**config.mk**
```make
export PLATFORM = sky130hd
export DESIGN_NAME = adc_capture_top
export DESIGN_NICKNAME = d
export VERILOG_FILES = /design/src/source/capture_pkg.sv /design/src/source/readout_pkg.sv /design/src/source/adc_capture_top.sv /design/src/source/byte_reader.sv /design/src/source/capture_fsm.sv /design/src/source/sample_fifo.sv /design/src/source/sample_packer.sv
export SDC_FILE = /design/constraint.sdc
export NUM_CORES = 2
export LEC_CHECK = 0
export ABC_AREA = 0
export BUFFER_PORTS_ARGS = -buffer_cell sky130_fd_sc_hd__buf_2
export CAP_MARGIN = 30
export CORE_MARGIN = 2
export CORE_UTILIZATION = 59
export CTS_BUF_LIST = sky130_fd_sc_hd__clkbuf_4
export DETAILED_ROUTE_END_ITERATION = 8
export PLACE_DENSITY_LB_ADDON = 0.2
export SYNTH_ARGS = -nofsm -noshare
export SYNTH_HDL_FRONTEND = slang
export SYNTH_SLANG_ARGS = --single-unit
export TNS_END_PERCENT = 10
```
**constraint.sdc**
```tcl
create_clock -name adc_sampleclk -period 10.5 [get_ports adc_sampleclk]
set_clock_uncertainty 0.15 [all_clocks]
set_input_delay 1.575 -clock adc_sampleclk [delete_from_list [all_inputs] [get_ports adc_sampleclk]]
set_output_delay 1.575 -clock adc_sampleclk [all_outputs]
set_load 0.02 [all_outputs]
```
**src/source/capture_pkg.sv**
```systemverilog
`default_nettype none

package capture_pkg;

    localparam int SAMPLE_W          = 12;
    localparam int SAMPLE_FIFO_DEPTH = 64;
    localparam int CAPTURE_QUANTUM   = 6;   // two packed words

    typedef logic [SAMPLE_W-1:0] sample_t;

    typedef struct packed {
        logic [15:0] presamples;
        logic [15:0] max_samples;
        logic [7:0]  downsample;    // 0 keeps every sample
    } capture_cfg_t;

    typedef enum logic [2:0] {
        ST_IDLE,
        ST_PRESAMP_FILLING,
        ST_PRESAMP_FULL,
        ST_TRIGGERED,
        ST_DONE
    } capture_state_t;

    typedef struct packed {
        logic full;
        logic empty;
        logic overflow;     // pulses when a push is dropped
        logic underflow;    // pulses when a pop is dropped
    } fifo_status_t;

endpackage

`default_nettype wire

```
**src/source/readout_pkg.sv**
```systemverilog
`default_nettype none

package readout_pkg;

    localparam int SAMPLES_PER_WORD = 3;
    localparam int WORD_FIFO_DEPTH  = 32;

    // host byte slots
    localparam int LO_RES_BYTES = 3;    // upper 8 bits of each sample in one word
    localparam int HI_RES_BYTES = 9;    // full samples spread over two words
    localparam int HI_RES_SPLIT = 4;    // slot built from word 0 tail and word 1 head

    // oldest sample sits in the top 12 bits
    typedef logic [SAMPLES_PER_WORD*capture_pkg::SAMPLE_W-1:0] word_t;

    typedef struct packed {
        logic low_res;
    } read_mode_t;

endpackage

`default_nettype wire

```
**src/source/adc_capture_top.sv**
```systemverilog
`timescale 1ns/100ps
`default_nettype none

module adc_capture_top
    import capture_pkg::*;
    import readout_pkg::*;
(
    input  logic         adc_sampleclk,
    input  logic         reset,
    input  sample_t      adc_datain_i,
    input  logic         adc_write_mask_i,
    input  logic         adc_capture_go_i,
    input  logic         arm_i,
    input  capture_cfg_t cfg_i,
    input  read_mode_t   read_mode_i,
    input  logic         fifo_read_fifoen_i,
    output logic [7:0]   fifo_read_data_o,
    output logic         fifo_read_fifoempty_o,
    output logic         adc_capture_stop_o,
    output logic         error_flag_o
);

    logic         fifo_clear;
    logic         sample_push;
    logic         sample_drain;     // presample window discard
    logic         sample_pop;       // packer read after trigger
    logic         draining;
    logic         word_push;
    logic         word_pop;
    sample_t      sample_dout;
    word_t        packed_word;
    word_t        word_dout;
    fifo_status_t sample_st;
    fifo_status_t word_st;

    assign fifo_read_fifoempty_o = word_st.empty;

    capture_fsm u_capture_fsm (
        .adc_sampleclk      (adc_sampleclk),
        .reset              (reset),
        .arm_i              (arm_i),
        .adc_capture_go_i   (adc_capture_go_i),
        .adc_write_mask_i   (adc_write_mask_i),
        .cfg_i              (cfg_i),
        .fifo_st_i          (sample_st),
        .push_o             (sample_push),
        .drain_o            (sample_drain),
        .fifo_clear_o       (fifo_clear),
        .draining_o         (draining),
        .adc_capture_stop_o (adc_capture_stop_o)
    );

    sample_fifo #(
        .payload_t (sample_t),
        .DEPTH     (SAMPLE_FIFO_DEPTH)
    ) u_sample_fifo (
        .adc_sampleclk (adc_sampleclk),
        .reset         (reset),
        .clear_i       (fifo_clear),
        .push_i        (sample_push),
        .din_i         (adc_datain_i),
        .pop_i         (sample_drain | sample_pop),  // never both, drain ends at the trigger
        .dout_o        (sample_dout),
        .status_o      (sample_st)
    );

    sample_packer u_sample_packer (
        .adc_sampleclk (adc_sampleclk),
        .reset         (reset),
        .draining_i    (draining),
        .sample_i      (sample_dout),
        .sample_st_i   (sample_st),
        .sample_pop_o  (sample_pop),
        .word_st_i     (word_st),
        .word_push_o   (word_push),
        .word_o        (packed_word),
        .fifo_clear_i  (fifo_clear)
    );

    sample_fifo #(
        .payload_t (word_t),
        .DEPTH     (WORD_FIFO_DEPTH)
    ) u_word_fifo (
        .adc_sampleclk (adc_sampleclk),
        .reset         (reset),
        .clear_i       (fifo_clear),
        .push_i        (word_push),
        .din_i         (packed_word),
        .pop_i         (word_pop),
        .dout_o        (word_dout),
        .status_o      (word_st)
    );

    byte_reader u_byte_reader (
        .adc_sampleclk      (adc_sampleclk),
        .reset              (reset),
        .read_mode_i        (read_mode_i),
        .fifo_read_fifoen_i (fifo_read_fifoen_i),
        .word_i             (word_dout),
        .word_st_i          (word_st),
        .word_pop_o         (word_pop),
        .sample_st_i        (sample_st),
        .fifo_clear_i       (fifo_clear),
        .fifo_read_data_o   (fifo_read_data_o),
        .error_flag_o       (error_flag_o)
    );

endmodule

`default_nettype wire

```
**src/source/byte_reader.sv**
```systemverilog
`timescale 1ns/100ps
`default_nettype none

module byte_reader
    import capture_pkg::*;
    import readout_pkg::*;
(
    input  logic         adc_sampleclk,
    input  logic         reset,
    input  read_mode_t   read_mode_i,
    input  logic         fifo_read_fifoen_i,
    input  word_t        word_i,
    input  fifo_status_t word_st_i,
    output logic         word_pop_o,
    input  fifo_status_t sample_st_i,
    input  logic         fifo_clear_i,
    output logic [7:0]   fifo_read_data_o,
    output logic         error_flag_o
);

    logic [3:0] byte_idx;
    logic [3:0] last_idx;
    logic       split_pop;  // end of the first word in hi-res
    logic [3:0] nibble_r;   // word 0 tail for the split byte
    logic       bad_read;
    logic       bad_read_r; // host broke the handshake
    logic [7:0] hi_byte;
    logic [7:0] lo_byte;

    assign last_idx   = read_mode_i.low_res ? 4'(LO_RES_BYTES - 1) : 4'(HI_RES_BYTES - 1);
    assign split_pop  = fifo_read_fifoen_i && !read_mode_i.low_res
                     && (byte_idx == 4'(HI_RES_SPLIT - 1));
    assign word_pop_o = (fifo_read_fifoen_i && (byte_idx == last_idx)) || split_pop;
    assign bad_read   = fifo_read_fifoen_i && word_st_i.empty;

    always_ff @(posedge adc_sampleclk) begin
        if (reset || fifo_clear_i) begin
            byte_idx     <= '0;
            bad_read_r   <= 1'b0;
            error_flag_o <= 1'b0;
        end else begin
            if (fifo_read_fifoen_i) begin
                byte_idx <= (byte_idx == last_idx) ? '0 : byte_idx + 1'b1;
            end
            if (bad_read) begin
                bad_read_r <= 1'b1;
            end
            if (bad_read || word_st_i.overflow || word_st_i.underflow
                    || sample_st_i.overflow || sample_st_i.underflow) begin
                error_flag_o <= 1'b1;
            end
        end
    end

    always_ff @(posedge adc_sampleclk) begin
        if (split_pop) begin
            nibble_r <= word_i[3:0];
        end
    end

    // nine bytes over two words
    always_comb begin
        case (byte_idx)
            4'd0:    hi_byte = word_i[35:28];
            4'd1:    hi_byte = word_i[27:20];
            4'd2:    hi_byte = word_i[19:12];
            4'd3:    hi_byte = word_i[11:4];
            4'd4:    hi_byte = {nibble_r, word_i[35:32]};
            4'd5:    hi_byte = word_i[31:24];
            4'd6:    hi_byte = word_i[23:16];
            4'd7:    hi_byte = word_i[15:8];
            4'd8:    hi_byte = word_i[7:0];
            default: hi_byte = 8'h00;
        endcase
    end

    always_comb begin
        lo_byte = 8'h00;
        for (int k = 0; k < SAMPLES_PER_WORD; k++) begin
            if (byte_idx == 4'(k)) begin
                lo_byte = word_i[(SAMPLES_PER_WORD-1-k)*SAMPLE_W + (SAMPLE_W-8) +: 8];
            end
        end
    end

    assign fifo_read_data_o = bad_read_r ? 8'h00
                            : (read_mode_i.low_res ? lo_byte : hi_byte);

endmodule

`default_nettype wire

```
**src/source/capture_fsm.sv**
```systemverilog
`timescale 1ns/100ps
`default_nettype none

module capture_fsm
    import capture_pkg::*;
(
    input  logic         adc_sampleclk,
    input  logic         reset,
    input  logic         arm_i,
    input  logic         adc_capture_go_i,
    input  logic         adc_write_mask_i,
    input  capture_cfg_t cfg_i,
    input  fifo_status_t fifo_st_i,
    output logic         push_o,
    output logic         drain_o,
    output logic         fifo_clear_o,
    output logic         draining_o,
    output logic         adc_capture_stop_o
);

    capture_state_t state;
    capture_state_t trig_state;
    logic [7:0]     ds_cnt;
    logic           ds_wrap;
    logic           arm_r;
    logic           armed;      // idle waits for a trigger only after an arm
    logic           capturing;
    logic [16:0]    kept_cnt;   // samples held for this capture, presamples included
    logic [16:0]    kept_next;
    logic [16:0]    target;
    logic [2:0]     quantum_rem;

    assign ds_wrap = (ds_cnt == cfg_i.downsample);

    always_ff @(posedge adc_sampleclk) begin
        if (reset || fifo_clear_o || ds_wrap) begin
            ds_cnt <= '0;
        end else begin
            ds_cnt <= ds_cnt + 1'b1;
        end
    end

    always_ff @(posedge adc_sampleclk) begin
        if (reset) begin
            arm_r        <= 1'b0;
            fifo_clear_o <= 1'b0;
        end else begin
            arm_r        <= arm_i;
            fifo_clear_o <= arm_i && !arm_r;
        end
    end

    // max_samples rounded up to the capture quantum
    assign quantum_rem = 3'(cfg_i.max_samples % CAPTURE_QUANTUM);
    assign target = (quantum_rem == 3'd0) ? {1'b0, cfg_i.max_samples}
                  : {1'b0, cfg_i.max_samples} + 17'(CAPTURE_QUANTUM - quantum_rem);

    assign capturing  = (state == ST_PRESAMP_FILLING) || (state == ST_PRESAMP_FULL)
                     || (state == ST_TRIGGERED);
    assign push_o     = ds_wrap && adc_write_mask_i && capturing;
    assign drain_o    = push_o && (state == ST_PRESAMP_FULL); // keeps the window size fixed
    assign kept_next  = (push_o && !drain_o) ? kept_cnt + 1'b1 : kept_cnt;
    assign trig_state = (kept_next >= target) ? ST_DONE : ST_TRIGGERED;
    assign draining_o = (state == ST_TRIGGERED) || (state == ST_DONE);

    always_ff @(posedge adc_sampleclk) begin
        if (reset) begin
            state              <= ST_IDLE;
            kept_cnt           <= '0;
            armed              <= 1'b0;
            adc_capture_stop_o <= 1'b0;
        end else if (fifo_clear_o) begin
            kept_cnt           <= '0;
            armed              <= 1'b1;
            adc_capture_stop_o <= 1'b0;
            state <= (cfg_i.presamples != '0) ? ST_PRESAMP_FILLING : ST_IDLE;
        end else begin
            kept_cnt <= kept_next;
            if (state != ST_IDLE) begin
                armed <= 1'b0;
            end
            case (state)
                ST_IDLE: begin
                    if (armed && (cfg_i.presamples == '0) && adc_capture_go_i) begin
                        state <= trig_state;
                    end
                end
                ST_PRESAMP_FILLING: begin
                    if (adc_capture_go_i) begin
                        state <= trig_state;
                    end else if (kept_next == {1'b0, cfg_i.presamples}) begin
                        state <= ST_PRESAMP_FULL;
                    end
                end
                ST_PRESAMP_FULL: begin
                    if (adc_capture_go_i) begin
                        state <= trig_state;
                    end
                end
                ST_TRIGGERED: begin
                    if (kept_next >= target) begin
                        state <= ST_DONE;
                    end
                end
                ST_DONE: begin
                    if (fifo_st_i.empty) begin
                        adc_capture_stop_o <= 1'b1;  // packer has taken the last sample
                    end
                end
                default: state <= ST_IDLE;
            endcase
        end
    end

    // the window count tracks the FIFO, so a drain always finds data
    drain_nonempty_a: assert property (@(posedge adc_sampleclk) disable iff (reset)
        drain_o |-> !fifo_st_i.empty);

endmodule

`default_nettype wire

```
**src/source/sample_fifo.sv**
```systemverilog
`timescale 1ns/100ps
`default_nettype none

module sample_fifo
    import capture_pkg::*;
#(
    parameter type payload_t = logic,
    parameter int  DEPTH     = 16
) (
    input  logic         adc_sampleclk,
    input  logic         reset,
    input  logic         clear_i,
    input  logic         push_i,
    input  payload_t     din_i,
    input  logic         pop_i,
    output payload_t     dout_o,
    output fifo_status_t status_o
);

    payload_t                   mem [DEPTH];
    logic [$clog2(DEPTH)-1:0]   wr_ptr;     // depth is a power of two, pointers wrap by themselves
    logic [$clog2(DEPTH)-1:0]   rd_ptr;
    logic [$clog2(DEPTH+1)-1:0] count;
    logic                       fifo_full;
    logic                       fifo_empty;
    logic                       do_push;
    logic                       do_pop;
    logic                       ovf_r;
    logic                       unf_r;

    assign fifo_full  = (count == ($clog2(DEPTH+1))'(DEPTH));
    assign fifo_empty = (count == '0);
    assign do_pop     = pop_i && !fifo_empty;
    assign do_push    = push_i && (!fifo_full || do_pop);   // full still takes a paired push

    assign dout_o   = mem[rd_ptr];
    assign status_o = '{full: fifo_full, empty: fifo_empty, overflow: ovf_r, underflow: unf_r};

    always_ff @(posedge adc_sampleclk) begin
        if (reset || clear_i) begin
            wr_ptr <= '0;
            rd_ptr <= '0;
            count  <= '0;
            ovf_r  <= 1'b0;
            unf_r  <= 1'b0;
        end else begin
            if (do_push) begin
                wr_ptr <= wr_ptr + 1'b1;
            end
            if (do_pop) begin
                rd_ptr <= rd_ptr + 1'b1;
            end
            case ({do_push, do_pop})
                2'b10:   count <= count + 1'b1;
                2'b01:   count <= count - 1'b1;
                default: count <= count;
            endcase
            ovf_r <= push_i && !do_push;
            unf_r <= pop_i && !do_pop;
        end
    end

    always_ff @(posedge adc_sampleclk) begin
        if (do_push) begin
            mem[wr_ptr] <= din_i;
        end
    end

    // occupancy stays in range over any sequence of push, pop and clear
    count_bound_a: assert property (@(posedge adc_sampleclk) disable iff (reset)
        count <= ($clog2(DEPTH+1))'(DEPTH));

endmodule

`default_nettype wire

```
**src/source/sample_packer.sv**
```systemverilog
`timescale 1ns/100ps
`default_nettype none

module sample_packer
    import capture_pkg::*;
    import readout_pkg::*;
(
    input  logic         adc_sampleclk,
    input  logic         reset,
    input  logic         draining_i,
    input  sample_t      sample_i,
    input  fifo_status_t sample_st_i,
    output logic         sample_pop_o,
    input  fifo_status_t word_st_i,
    output logic         word_push_o,
    output word_t        word_o,
    input  logic         fifo_clear_i
);

    logic [1:0] slot;       // samples already in the current word
    logic       last_slot;
    word_t      shift_r;

    assign sample_pop_o = draining_i && !sample_st_i.empty && !word_st_i.full;
    assign last_slot    = (slot == 2'(SAMPLES_PER_WORD - 1));
    assign word_o       = shift_r;

    always_ff @(posedge adc_sampleclk) begin
        if (reset || fifo_clear_i) begin
            slot        <= '0;
            word_push_o <= 1'b0;
        end else begin
            word_push_o <= sample_pop_o && last_slot;
            if (sample_pop_o) begin
                slot <= last_slot ? '0 : slot + 1'b1;
            end
        end
    end

    always_ff @(posedge adc_sampleclk) begin
        if (sample_pop_o) begin
            shift_r <= {shift_r[$bits(word_t)-SAMPLE_W-1:0], sample_i};  // oldest drifts to the top
        end
    end

    // reads stall on a full word FIFO, so the delayed push always has room
    push_room_a: assert property (@(posedge adc_sampleclk) disable iff (reset)
        word_push_o |-> !word_st_i.full);

endmodule

`default_nettype wire

```
==> metrics.yaml <==
finalWeightedCongestion: 0.865
synth_top_cell_by_area: "edfxtp_1"
grt_pass1_wl_um: 271000
clock-root-buffer: "clkbuf_4"
ys_seq_area_share_pct: 74.2
syn_nets: 4001
yosys.area.top_type_share_pct: 72.1
yosys-top-cells-area: "edfxtp_1, mux4_2, dfxtp_1, nor2_1, ha_1"
finalMaxSlewViolations: 0
vias: 41300
max_slew_margin_pct: 26.1
start_kind: "input pin"
cts.sinks: 2045
final_util_pct: 66.8
die_h_um: 376
cpMaxStageDelayCell: "or4_4"
cts_resized: 0
netlist-cell-type-count: 92
die_x_um: 376
layout-drive-gt1-share_pct: 36.0
drc: 0
crit_top_cell: "a21o_1"
arrival_ps: 10320
tightest_slew_ps: 1110
slowest_delay_ps: 560
routedWlPerCell_um: 28.0
dr.pass1.iters: 5
synth.cell_area_mm2: 0.0817
coreArea_mm2: 0.137
synth_edf_count: 1960
r2r_setup_slack_ps: 4060
viasPerCell: 6.28
port_buffers: 69
hold_violations: 0
hpwl_um: 103000
rr_worst_depth: 27
whs_ps: 238
fmax_mhz: 107
peakVddDrop_v: 0.000149
io_pins: 70
initial_core_util_pct: 59.4
grt_usage_pct: 26.4
synth.top_cells.by_count: "edfxtp_1, mux4_2, nor2_1, clkbuf_1, dfxtp_1"
synth-async-reset-ratio_pct: 0
path_clk_slew_ps: 70
antenna_found_initial: 3
placementRows: 136
clkLatencyLatePin_ps: 1240
antenna_left: 0
dieArea_mm2: 0.141
required_ps: 11460
p_per_area_mw_per_mm2: 172
maxCapViolCount: 0
area_growth_pct: 12.5
syn_avg_cell_area_um2: 21.0
post-route-period-util_pct: 89.2
post_cts_buffers: 0
grt_pass1_vias: 42400
ys_warn_count: 0
nFillCells: 8848
critPathKind: "in -> reg"
fin_crit_ps: 9360
grt_max_degree: 127
worst_setup_path_end_kind: "register"
synth-seq-cells: 2045
drt_iter0_drc: 4552
grt_overflow: 0
hold_buffers: 0
rsz0062_at_grt: "no"
wirelength_um: 184000
cts_tree: "done"
cts_buffers: 530
hold_path.class: "reg -> reg"
synth.most_common_cell: "edfxtp_1"
p_leak_nw: 29.1
cp_max_fo: 7
syn_inst: 3881
setup_violations: 0
status: "finished clean"
nNetsFinal: 4549
clock_path_buffers: 4
ys.flop_type: "edfxtp_1"
hold_depth: 1
h-tree-depth: 6
## critical path, delay by kind of cell
family          cells  cell delay, ps
compound gates     26            4880
xor+xnor            1             150
fa+ha+maj           4            1160
buf+inv             4             380
mux                 2             490
simple gates        6            1700
## routing by layer
layer | GRT usage [%] | routed length, µm | vias up
met3 | 5.83 | 14300 | 313
li1 | - | - | 17600
met4 | 8.71 | 4220 | 0
met2 | 43.5 | 94500 | 1975
met5 | 0 | 0 | -
met1 | 35.4 | 71100 | 21400
## final timing paths
path / startpoint / endpoint
max: cfg_i[23] / u_capture_fsm.state[2]$_SDFFE_PP0P_
min: u_capture_fsm.arm_r$_SDFF_PP0_ / u_capture_fsm.fifo_clear_o$_SDFF_PP0_
max reg2reg: u_capture_fsm.ds_cnt[7]$_SDFF_PP0_ / u_capture_fsm.state[2]$_SDFFE_PP0P_
min reg2reg: u_capture_fsm.arm_r$_SDFF_PP0_ / u_capture_fsm.fifo_clear_o$_SDFF_PP0_
## stage by stage
| stage | setup slack (ps) | power [W] | area [µm²] | TNS (ps) | cells |
|---|---|---|---|---|---|
| after floorplan | 352 | 0.00925 | 81700 | 0 | 3881 |
| after global placement | -14.6 | 0.00936 | 84600 | -15.1 | 5644 |
| after detailed placement | -31.2 | 0.00937 | 85100 | -34.0 | 5678 |
| after CTS | 1290 | 0.0160 | 91500 | 0 | 6547 |
| after global routing | 623 | 0.0164 | 91900 | 0 | 6570 |
| final | 1140 | 0.0158 | 91900 | 0 | 6571 |
## power breakdown
| part | leakage, nW | switching (W) | internal, W |
|---|---|---|---|
| sequential | 18.3 | 0.00000560 | 0.00885 |
| combinational | 6.96 | 0.000215 | 0.000135 |
| clock | 3.85 | 0.00304 | 0.00359 |
| total | 29.1 | 0.00326 | 0.0126 |
## cells by family after synthesis
kind of cell    share of synthesized area [%]
compound gates                           1.91
xor+xnor                                0.976
fa+ha+maj                               0.953
buf+inv                                  1.24
flops                                    74.2
mux                                      17.7
simple gates                             3.10
## state kept, by name, summed over array words and instances, names as in the netlist, 6 cells and up, named ones only
name                    count
u_word_fifo.mem          1152
u_sample_fifo.mem         768
u_sample_packer.word_o     36
u_capture_fsm.kept_cnt     17
u_capture_fsm.ds_cnt        8
u_sample_fifo.count         7
u_sample_fifo.rd_ptr        6
u_sample_fifo.wr_ptr        6
u_word_fifo.count           6
## placed cells by master (no fill, tap or decap), types with 16 or more instances in the layout
master / count
edfxtp_1: 1960
clkbuf_4: 743
mux4_2: 612
nor2_1: 217
buf_4: 118
clkinv_1: 87
dfxtp_1: 76
buf_2: 69
nand2_1: 68
a21oi_1: 61
ha_1: 59
inv_1: 52
xor2_1: 49
mux2i_1: 48
xnor2_1: 42
nand3_1: 34
nor2_4: 32
o21ai_0: 28
nor3_1: 28
a21o_1: 23
buf_16: 21
o22ai_1: 19
nand4_1: 18
inv_2: 16
## final cells by class
type	instances	area [µm²]	area share (%)
Sequential cell	2045	60600	65.9
Multi-Input combinational cell	1579	20300	22.1
Clock buffer	743	5580	6.07
Tap cell	1794	2240	2.44
Timing Repair Buffer	219	2020	2.20
Clock inverter	126	857	0.933
Inverter	54	203	0.221
Antenna cell	11	27.5	0.0300
No activity file was read; power rests on OpenSTA's default activity.
